$ cat src/verilog/ee_array_pkg.sv
// EEPROM array geometry
// Address and word widths, page length and the word/lane view
package ee_array_pkg;

    localparam int EE_ADDR_W  = 16;             // Byte address
    localparam int EE_WORD_W  = 32;             // Array word
    localparam int LANE_W     = 2;              // Byte lane select bits
    localparam int EE_LANES   = 1 << LANE_W;    // Bytes per word
    localparam int PAGE_BYTES = 128;            // Page length for roll-over
    localparam int WR_CNT_W   = 8;              // Page-write byte counter

    // ********************
    // One array word, seen whole or lane by lane
    // Lane 0 is the low byte
    typedef union packed {
        logic [EE_WORD_W-1:0]                         word;
        logic [EE_LANES-1:0][EE_WORD_W/EE_LANES-1:0]  lane;
    } ee_word_u;

endpackage

$ cat src/verilog/spi_ee_pkg.sv
// SPI EEPROM protocol definitions
// Frame state codes, bit counter positions and serial widths
package spi_ee_pkg;

    localparam int BIT_CNT_W = 3;   // Bit counter, 7 down to 0
    localparam int BYTE_W    = 8;   // One serial byte

    // Frame controller state, codes fixed by the controller
    typedef enum logic [2:0] {
        SPI_CMD     = 3'b000,
        SPI_ADDR_HB = 3'b001,
        SPI_ADDR_LB = 3'b011,
        SPI_BYTE_WR = 3'b010,   // Write states share low bits 10
        SPI_PAGE_WR = 3'b110,
        SPI_DAT_RD  = 3'b111,
        SPI_WAIT    = 3'b101,
        SPI_ERR     = 3'b100
    } spi_state_t;

    // ********************
    // Bit positions within a byte, BIT_0 is the last bit
    localparam logic [BIT_CNT_W-1:0] BIT_0 = 3'd0;
    localparam logic [BIT_CNT_W-1:0] BIT_1 = 3'd1;
    localparam logic [BIT_CNT_W-1:0] BIT_2 = 3'd2;
    localparam logic [BIT_CNT_W-1:0] BIT_3 = 3'd3;
    localparam logic [BIT_CNT_W-1:0] BIT_4 = 3'd4;
    localparam logic [BIT_CNT_W-1:0] BIT_5 = 3'd5;
    localparam logic [BIT_CNT_W-1:0] BIT_6 = 3'd6;
    localparam logic [BIT_CNT_W-1:0] BIT_7 = 3'd7;

    // Byte or page write, decoded from the shared low bits
    function automatic logic is_wr_state(spi_state_t st);
        return st[1:0] == 2'b10;
    endfunction

endpackage

$ cat src/verilog/ee_addr_track.sv
// Array address register
// Built from two address bytes, reloaded per written byte,
// stepped past each full word during reads
module ee_addr_track (
    input  logic                                  spi_clk_c,
    input  logic                                  spi_frm_rst_n,
    input  spi_ee_pkg::spi_state_t                spi_curr_state,
    input  logic [spi_ee_pkg::BIT_CNT_W-1:0]      spi_bit_cnt,
    input  logic [ee_array_pkg::EE_ADDR_W-1:0]    spi_curr_addr,
    input  logic                                  sda_in,
    input  logic                                  spi_ee_wbusy,
    output logic [ee_array_pkg::EE_ADDR_W-1:0]    spi_ee_addr
);
    import spi_ee_pkg::*;
    import ee_array_pkg::*;

    logic last_bit;     // Bit 0 of current byte
    logic word_end;     // Read pointer on lane 3

    assign last_bit = (spi_bit_cnt == BIT_0);
    assign word_end = &spi_curr_addr[LANE_W-1:0];

    always_ff @(posedge spi_clk_c or negedge spi_frm_rst_n) begin
        if (!spi_frm_rst_n) begin
            spi_ee_addr <= '0;
        end else if (is_wr_state(spi_curr_state) && spi_bit_cnt == BIT_5) begin
            spi_ee_addr <= spi_curr_addr;       // Reload mid byte
        end else if (spi_curr_state == SPI_ADDR_HB && last_bit) begin
            // High byte, parked in the upper half
            spi_ee_addr <= {spi_curr_addr[EE_ADDR_W-10:0], sda_in, 8'd0};
        end else if (spi_curr_state == SPI_ADDR_LB && last_bit) begin
            // Low byte lands above the two lane bits
            spi_ee_addr <= {spi_curr_addr[EE_ADDR_W-4:0], sda_in, 2'd0};
        end else if (spi_curr_state == SPI_DAT_RD && word_end && !spi_ee_wbusy) begin
            spi_ee_addr <= spi_curr_addr + 16'd1;    // Next word
        end
    end

endmodule

$ cat src/verilog/ee_pump_ctrl.sv
// Write pump and data latch strobes
// One-cycle pulses from state and bit position, plus gated valid
module ee_pump_ctrl (
    input  logic                                  spi_clk_c,
    input  logic                                  spi_frm_rst_n,
    input  spi_ee_pkg::spi_state_t                spi_curr_state,
    input  logic [spi_ee_pkg::BIT_CNT_W-1:0]      spi_bit_cnt,
    input  logic                                  spi_valid,
    input  logic                                  spi_ee_wbusy,
    output logic                                  spi_cin,
    output logic                                  spi_d_active,
    output logic                                  spi_clr_dl,
    output logic                                  spi_vs_en
);
    import spi_ee_pkg::*;

    logic byte_end;     // BYTE_WR bit 0
    logic page_end;     // PAGE_WR bit 0
    logic page_head;    // PAGE_WR bit 7
    logic cin_req;      // Carry-in pulse wanted, active low out
    logic clr_req;      // Latch clear wanted

    assign byte_end  = (spi_curr_state == SPI_BYTE_WR) && (spi_bit_cnt == BIT_0);
    assign page_end  = (spi_curr_state == SPI_PAGE_WR) && (spi_bit_cnt == BIT_0);
    assign page_head = (spi_curr_state == SPI_PAGE_WR) && (spi_bit_cnt == BIT_7);

    assign cin_req = byte_end || page_end || page_head
                  || ((spi_curr_state == SPI_PAGE_WR) && (spi_bit_cnt == BIT_6))
                  || ((spi_curr_state == SPI_CMD) && (spi_bit_cnt == BIT_7));

    // Clear only while the array is idle
    assign clr_req = (spi_curr_state == SPI_CMD) && !spi_ee_wbusy
                  && ((spi_bit_cnt == BIT_5) || (spi_bit_cnt == BIT_6));

    // ********************
    // Strobe registers, cin and clr_dl idle high
    always_ff @(posedge spi_clk_c or negedge spi_frm_rst_n) begin
        if (!spi_frm_rst_n) begin
            spi_cin      <= 1'b1;
            spi_d_active <= 1'b0;
            spi_clr_dl   <= 1'b1;
        end else begin
            spi_cin      <= !cin_req;
            spi_d_active <= byte_end || page_end || page_head;
            spi_clr_dl   <= clr_req;
        end
    end

    // Valid blocked during a clear or a busy array
    assign spi_vs_en = spi_valid && !spi_clr_dl && !spi_ee_wbusy;

endmodule

$ cat src/verilog/ee_rd_ctrl.sv
// Pre-read strobe control
// Fetches the old word ahead of a merge or a read byte,
// sends it to the array or to the page buffer after roll-over
module ee_rd_ctrl (
    input  logic                                  spi_clk_c,
    input  logic                                  spi_frm_rst_n,
    input  spi_ee_pkg::spi_state_t                spi_curr_state,
    input  logic [spi_ee_pkg::BIT_CNT_W-1:0]      spi_bit_cnt,
    input  logic [ee_array_pkg::LANE_W-1:0]       lane,
    input  logic                                  spi_cmd_read,
    input  logic                                  wr_roll_over,
    output logic                                  spi_rd_en,
    output logic                                  spi_rdbuf_en,
    output logic                                  preread_state
);
    import spi_ee_pkg::*;

    logic bit_12;       // Early window, address phase
    logic bit_34;       // Mid byte window, data phases
    logic rd_req;       // Strobe condition this cycle
    logic rd_strb;      // Registered pre-read strobe

    assign bit_12 = (spi_bit_cnt == BIT_1) || (spi_bit_cnt == BIT_2);
    assign bit_34 = (spi_bit_cnt == BIT_3) || (spi_bit_cnt == BIT_4);

    // ********************
    // Trigger decode
    always_comb begin
        rd_req = 1'b0;
        case (spi_curr_state)
            SPI_ADDR_LB: rd_req = spi_cmd_read && bit_12;   // First read word
            SPI_DAT_RD:  rd_req = (&lane) && bit_34;        // Word about to end
            SPI_BYTE_WR: rd_req = bit_34;                   // Every byte write
            SPI_PAGE_WR: rd_req = !(|lane) && bit_34;       // Word start only
            default:     rd_req = 1'b0;
        endcase
    end

    always_ff @(posedge spi_clk_c or negedge spi_frm_rst_n) begin
        if (!spi_frm_rst_n) begin
            rd_strb <= 1'b0;
        end else begin
            rd_strb <= rd_req;
        end
    end

    // Past the page end the old data sits in the page buffer
    assign spi_rd_en    = rd_strb && !wr_roll_over;
    assign spi_rdbuf_en = rd_strb && wr_roll_over;

    // ********************
    // Array word valid for the merge of this byte
    always_ff @(posedge spi_clk_c or negedge spi_frm_rst_n) begin
        if (!spi_frm_rst_n) begin
            preread_state <= 1'b0;
        end else if (spi_bit_cnt == BIT_0) begin
            preread_state <= 1'b0;              // Consumed at byte end
        end else if (rd_strb &&
                     (is_wr_state(spi_curr_state) || spi_curr_state == SPI_ADDR_LB)) begin
            preread_state <= 1'b1;
        end
    end

endmodule

$ cat src/verilog/ee_word_merge.sv
// Write word merge
// Drops each written byte into its lane of the 32-bit array word,
// rest of the word from the pre-read or the last merged value
module ee_word_merge (
    input  logic                                  spi_clk_c,
    input  logic                                  spi_frm_rst_n,
    input  spi_ee_pkg::spi_state_t                spi_curr_state,
    input  logic [spi_ee_pkg::BIT_CNT_W-1:0]      spi_bit_cnt,
    input  logic [ee_array_pkg::LANE_W-1:0]       spi_byte_cnt,
    input  logic [spi_ee_pkg::BYTE_W-1:0]         usr_byte,
    input  logic                                  preread_state,
    input  logic [ee_array_pkg::EE_WORD_W-1:0]    spi_data_in,
    output logic [ee_array_pkg::EE_WORD_W-1:0]    spi_data_out
);
    import spi_ee_pkg::*;
    import ee_array_pkg::*;

    ee_word_u data_q;       // Word presented to the array
    ee_word_u merged;       // Next word after this byte
    logic     merge_en;     // Byte done in a write state

    assign merge_en = is_wr_state(spi_curr_state) && (spi_bit_cnt == BIT_0);

    // ********************
    // Lane insert
    always_comb begin
        // Background word, fresh array data wins
        merged.word = preread_state ? spi_data_in : data_q.word;
        merged.lane[spi_byte_cnt] = usr_byte;
    end

    always_ff @(posedge spi_clk_c or negedge spi_frm_rst_n) begin
        if (!spi_frm_rst_n) begin
            data_q.word <= '1;                  // Erased word
        end else if (merge_en) begin
            data_q <= merged;
        end
    end

    assign spi_data_out = data_q.word;

endmodule

$ cat src/verilog/ee_wr_cnt.sv
// Page-write byte counter
// Counts written bytes per frame and flags the page roll-over,
// threshold shortened by the lane the write started on
module ee_wr_cnt (
    input  logic                                  spi_clk_c,
    input  logic                                  spi_frm_rst_n,
    input  spi_ee_pkg::spi_state_t                spi_curr_state,
    input  logic [spi_ee_pkg::BIT_CNT_W-1:0]      spi_bit_cnt,
    input  logic [ee_array_pkg::LANE_W-1:0]       lane,
    output logic                                  wr_roll_over
);
    import spi_ee_pkg::*;
    import ee_array_pkg::*;

    logic [WR_CNT_W-1:0] wr_cnt;        // Bytes written so far
    logic [LANE_W-1:0]   start_lane;    // Lane of first byte
    logic [WR_CNT_W-1:0] roll_thr;      // Last byte inside the page

    always_ff @(posedge spi_clk_c or negedge spi_frm_rst_n) begin
        if (!spi_frm_rst_n) begin
            wr_cnt <= '0;
        end else if (is_wr_state(spi_curr_state) && spi_bit_cnt == BIT_0 && !(&wr_cnt)) begin
            wr_cnt <= wr_cnt + 8'd1;            // Holds at all ones
        end
    end

    always_ff @(posedge spi_clk_c or negedge spi_frm_rst_n) begin
        if (!spi_frm_rst_n) begin
            start_lane <= '0;
        end else if (spi_curr_state == SPI_BYTE_WR && spi_bit_cnt == BIT_6) begin
            start_lane <= lane;
        end
    end

    // Unaligned start leaves fewer bytes before the boundary
    assign roll_thr = WR_CNT_W'(PAGE_BYTES - 1) - {{(WR_CNT_W - LANE_W){1'b0}}, start_lane};

    always_ff @(posedge spi_clk_c or negedge spi_frm_rst_n) begin
        if (!spi_frm_rst_n) begin
            wr_roll_over <= 1'b0;
        end else begin
            wr_roll_over <= (wr_cnt >= roll_thr);
        end
    end

endmodule

$ cat src/verilog/spi_din_shift.sv
// Serial data-in shift register
// Collects sda MSB first during write states, byte complete at bit 0
module spi_din_shift (
    input  logic                              spi_clk_c,
    input  logic                              spi_frm_rst_n,
    input  spi_ee_pkg::spi_state_t            spi_curr_state,
    input  logic                              sda_in,
    output logic [spi_ee_pkg::BYTE_W-1:0]     usr_byte
);
    import spi_ee_pkg::*;

    // Bits already taken in this byte, newest in bit 0
    logic [BYTE_W-2:0] din_hist;

    always_ff @(posedge spi_clk_c or negedge spi_frm_rst_n) begin
        if (!spi_frm_rst_n) begin
            din_hist <= '1;                     // Erased pattern
        end else if (is_wr_state(spi_curr_state)) begin
            din_hist <= {din_hist[BYTE_W-3:0], sda_in};  // MSB enters first
        end
    end

    // Live bit closes the byte, valid in the bit 0 cycle
    assign usr_byte = {din_hist, sda_in};

endmodule

$ cat src/verilog/spi_eebuf_top.sv
// SPI EEPROM slave data buffer
// Byte assembly, address tracking, pre-read, word merge and pump strobes
module spi_eebuf_top (
    input  logic                                  spi_clk_c,
    input  logic                                  spi_frm_rst_n,
    input  spi_ee_pkg::spi_state_t                spi_curr_state,
    input  logic [spi_ee_pkg::BIT_CNT_W-1:0]      spi_bit_cnt,
    input  logic [ee_array_pkg::LANE_W-1:0]       spi_byte_cnt,
    input  logic [ee_array_pkg::EE_ADDR_W-1:0]    spi_curr_addr,
    input  logic                                  sda_in,
    input  logic                                  spi_ee_wbusy,
    input  logic                                  spi_cmd_read,
    input  logic                                  spi_valid,
    input  logic [ee_array_pkg::EE_WORD_W-1:0]    spi_data_in,
    output logic                                  spi_rd_en,
    output logic                                  spi_rdbuf_en,
    output logic                                  spi_cin,
    output logic                                  spi_d_active,
    output logic                                  spi_clr_dl,
    output logic                                  spi_vs_en,
    output logic [ee_array_pkg::EE_ADDR_W-1:0]    spi_ee_addr,
    output logic [ee_array_pkg::EE_WORD_W-1:0]    spi_data_out
);
    import spi_ee_pkg::*;
    import ee_array_pkg::*;

    logic [BYTE_W-1:0] usr_byte;        // Byte complete during bit 0
    logic              preread_state;   // Array word fresh for merge
    logic              wr_roll_over;    // Page boundary reached

    // ********************
    // Serial side
    spi_din_shift u_din_shift (
        .spi_clk_c      (spi_clk_c),
        .spi_frm_rst_n  (spi_frm_rst_n),
        .spi_curr_state (spi_curr_state),
        .sda_in         (sda_in),
        .usr_byte       (usr_byte)
    );

    ee_addr_track u_addr_track (
        .spi_clk_c      (spi_clk_c),
        .spi_frm_rst_n  (spi_frm_rst_n),
        .spi_curr_state (spi_curr_state),
        .spi_bit_cnt    (spi_bit_cnt),
        .spi_curr_addr  (spi_curr_addr),
        .sda_in         (sda_in),
        .spi_ee_wbusy   (spi_ee_wbusy),
        .spi_ee_addr    (spi_ee_addr)
    );

    // ********************
    // Array side
    ee_rd_ctrl u_rd_ctrl (
        .spi_clk_c      (spi_clk_c),
        .spi_frm_rst_n  (spi_frm_rst_n),
        .spi_curr_state (spi_curr_state),
        .spi_bit_cnt    (spi_bit_cnt),
        .lane           (spi_curr_addr[LANE_W-1:0]),
        .spi_cmd_read   (spi_cmd_read),
        .wr_roll_over   (wr_roll_over),
        .spi_rd_en      (spi_rd_en),
        .spi_rdbuf_en   (spi_rdbuf_en),
        .preread_state  (preread_state)
    );

    ee_wr_cnt u_wr_cnt (
        .spi_clk_c      (spi_clk_c),
        .spi_frm_rst_n  (spi_frm_rst_n),
        .spi_curr_state (spi_curr_state),
        .spi_bit_cnt    (spi_bit_cnt),
        .lane           (spi_curr_addr[LANE_W-1:0]),
        .wr_roll_over   (wr_roll_over)
    );

    ee_word_merge u_word_merge (
        .spi_clk_c      (spi_clk_c),
        .spi_frm_rst_n  (spi_frm_rst_n),
        .spi_curr_state (spi_curr_state),
        .spi_bit_cnt    (spi_bit_cnt),
        .spi_byte_cnt   (spi_byte_cnt),
        .usr_byte       (usr_byte),
        .preread_state  (preread_state),
        .spi_data_in    (spi_data_in),
        .spi_data_out   (spi_data_out)
    );

    ee_pump_ctrl u_pump_ctrl (
        .spi_clk_c      (spi_clk_c),
        .spi_frm_rst_n  (spi_frm_rst_n),
        .spi_curr_state (spi_curr_state),
        .spi_bit_cnt    (spi_bit_cnt),
        .spi_valid      (spi_valid),
        .spi_ee_wbusy   (spi_ee_wbusy),
        .spi_cin        (spi_cin),
        .spi_d_active   (spi_d_active),
        .spi_clr_dl     (spi_clr_dl),
        .spi_vs_en      (spi_vs_en)
    );

endmodule
$ cat config.mk
export PLATFORM = sky130hd
export DESIGN_NAME = spi_eebuf_top
export DESIGN_NICKNAME = d
export VERILOG_FILES = /design/src/verilog/ee_array_pkg.sv /design/src/verilog/spi_ee_pkg.sv /design/src/verilog/ee_addr_track.sv /design/src/verilog/ee_pump_ctrl.sv /design/src/verilog/ee_rd_ctrl.sv /design/src/verilog/ee_word_merge.sv /design/src/verilog/ee_wr_cnt.sv /design/src/verilog/spi_din_shift.sv /design/src/verilog/spi_eebuf_top.sv
export SDC_FILE = /design/constraint.sdc
export NUM_CORES = 1
export LEC_CHECK = 0
export BUFFER_PORTS_ARGS = -buffer_cell sky130_fd_sc_hd__buf_2
export CAP_MARGIN = 30
export CELL_PAD_IN_SITES_DETAIL_PLACEMENT = 0
export CELL_PAD_IN_SITES_GLOBAL_PLACEMENT = 2
export CORE_MARGIN = 10
export CORE_UTILIZATION = 35
export CTS_CLUSTER_DIAMETER = 120
export DETAILED_ROUTE_END_ITERATION = 8
export HOLD_SLACK_MARGIN = 0.02
export PLACE_DENSITY = 0.85
export SLEW_MARGIN = 30
export SYNTH_ARGS = -nofsm -noshare
export SYNTH_HDL_FRONTEND = slang
export SYNTH_HIERARCHICAL = 1
export SYNTH_SLANG_ARGS = --single-unit
$ cat constraint.sdc
create_clock -name spi_clk_c -period 2.9 [get_ports spi_clk_c]
set_input_delay 0.435 -clock spi_clk_c [delete_from_list [all_inputs] [get_ports spi_clk_c]]
set_output_delay 0.435 -clock spi_clk_c [all_outputs]
set_load 0.02 [all_outputs]
==> out/results.tsv <==
metric	value	unit
path_clk_slew	0.06	ns
whs	0.132	ns
clock.fmax	538	MHz
num-nets-final	596	
postSynthNetCount	491	
drt_iter0_markers	305	
min_period_over_period	64.1	%
p_sw_share	35.8	%
area_delta_synth_final	22.1	%
drt_wl_total	13000	um
ir_worst_vdd	0.000246	V
antenna_found_initial	0	
diodes	0	
layout_commonest_cell	buf_2	
grt_pass1_wl	21100	um
netlist_area	4370	um2
wl_met3	647	um
post-cts-setup-buffer-count	0	
io_pins	116	
clkPwrFrac	25.6	%
slew_violations	0	
wl_met2	6160	um
sequentialPowerShare	41.9	%
insertion_delay	0.34	ns
final_cells	703	
wire_per_inst	18.5	um
synth-edff-count	0	
gp_congestion	0.857	
cap_viol_max_count	0	
fin_tns_setup	0	ns
end_kind	flip-flop	
placed_cells	687	
track_usage	14.8	%
drt_first_pass_iters	5	
cts_tree	yes	
drt-met1-wl	5960	um
numClockSinks	71	
routed_via_density	5.37	
critPathRequiredTime	3.17	ns
drcViolationCount	0	
async_flop_share	100	%
slew-limit-headroom	58.0	%
layout-drive-gt1-share	39.4	%
setup_ws	1.04	ns
cp_max_fo	10	
core	12100	um2
grt_overflow_total	0	
cts_max_path_buffers	2	
post-route-util	44.0	%
ys_ff_latch	71	
worstHoldPathType	input pin to async pin	
dieArea	17300	um2
via_count	3775	
mostFrequentLayoutCells	115 x buf_2, 41 x dfstp_2, 30 x dfrtp_1, 29 x nand2b_1, 27 x nor2_1	
rsz0062_at_grt	no	
postSynthCellCount	425	
placed_area	5060	um2
startpoint_type	input pin	
p_total	4.03	mW
die_width	132	um
hold_violations	0	
path_class	input pin to flip-flop	
htreeDepth	3	
hpwl	9410	um
yosysUniqueCellTypes	68	
grt_pass1_vias	3872	
intPower	2.59	mW
yosysWarnings	6	
die_h	132	um
antenna_left	0	
ys.flop_type	dfstp_2	
avgSynthCellArea	10.3	um2
initial_utilization	36.1	%
status	completed	
rr_worst_depth	5	
fin_worst_skew	0.00581	ns
post-place-ws	0.695	ns
rows	40	
powerDensity	757	nW/um2
min_period	1.86	ns
root_buffer	clkbuf_16	
routed.top_layer	met4	
cts_hold_buf	0	
worstMarginPinSlew	0.630	ns
setup_viol	0	
numCtsBuffers	9	
ys_seq_area_share	41.9	%
portBuffers	115	
worstPathArrival	2.13	ns
switchingPower	1.44	mW
p_leak	2.42	nW
pwr-share-comb	32.5	%
grt_start_max_net_pins	72	
ctsResizeCount	0	
final_area	5330	um2
per-layer routing:
metal / vias to the layer above / global-route usage [%]
met5: - / 0
met2: 137 / 24.0
met1: 1830 / 18.7
met4: 0 / 5.19
met3: 17 / 3.35
li1: 1791 / -
worst max-delay path, stage by stage:
cell     delay [ns]
buf_2          0.22
ha_1           0.29
nand3_1        0.28
nor4_1         0.42
xnor2_1        0.11
a211o_1        0.31
nand2_1        0.07
power by group through the flow:
stage,Combinational (mW),Sequential [mW],Clock [mW]
3_3_place_gp,1.31,1.70,0
4_1_cts,1.33,1.70,1.07
3_5_place_dp,1.33,1.71,0
2_1_floorplan,0.572,1.94,0
5_1_grt,1.43,1.74,1.11
6_report,1.31,1.69,1.03
flip-flops by register name, summed over array words and instances (netlist names), 2 cells and up:
name                       flops
u_word_merge/spi_data_out     32
u_addr_track/spi_ee_addr      16
u_wr_cnt/wr_cnt                8
u_din_shift/din_hist           7
u_wr_cnt/start_lane            2
synth_stat cells, types with 11 or more instances:
| cell | n | area [um2] |
|---|---|---|
| mux2i_1 | 26 | 260 |
| nand2_1 | 22 | 82.6 |
| dfrtp_1 | 30 | 751 |
| buf_2 | 11 | 55.1 |
| nor2_1 | 27 | 101 |
| xnor2_1 | 13 | 114 |
| a2bb2oi_1 | 25 | 219 |
| nand2b_1 | 29 | 181 |
| dfstp_2 | 41 | 1080 |
| a31oi_1 | 15 | 93.8 |
| nor3_1 | 14 | 70.1 |
| inv_1 | 17 | 63.8 |
| a21oi_1 | 15 | 75.1 |
path summary, 6_finish.rpt:
check                                                            endpoint  slack [ns]                               startpoint
min in group spi_clk_c                   u_pump_ctrl/spi_clr_dl$_DFF_PN1_        0.37                             spi_ee_wbusy
worst min-delay path                       u_wr_cnt/wr_cnt[4]$_DFFE_PN0P_        0.13                            spi_frm_rst_n
worst min register to register    u_addr_track/spi_ee_addr[2]$_DFFE_PN0P_        0.47  u_addr_track/spi_ee_addr[2]$_DFFE_PN0P_
worst max register to register             u_wr_cnt/wr_cnt[5]$_DFFE_PN0P_        1.05           u_wr_cnt/wr_cnt[0]$_DFFE_PN0P_
worst max-delay path             u_addr_track/spi_ee_addr[14]$_DFFE_PN0P_        1.04                         spi_curr_addr[1]
max in group asynchronous       u_word_merge/spi_data_out[21]$_DFFE_PN1P_        2.45                            spi_frm_rst_n
cells by family (layout without fill, tap and decap cells):
| logic type | count (synthesis) | after routing | share of synthesized area, % |
|---|---|---|---|
| buf+inv | 42 | 152 | 4.61 |
| simple gates | 145 | 145 | 19.4 |
| compound gates | 111 | 111 | 20.7 |
| mux | 36 | 36 | 9.14 |
| flops | 71 | 71 | 41.9 |
| fa+ha+maj | 4 | 4 | 1.15 |
| xor+xnor | 16 | 16 | 3.21 |
layout make-up:
cell class	instances	area, um2
fill	1241	6780
multi-input combinational	312	2340
sequential	71	1830
timing repair buffer	119	618
clock buffer	11	243
tap	168	210
inverter	17	63.8
clock inverter	5	31.3
No activity file was read; power rests on OpenSTA's default activity.
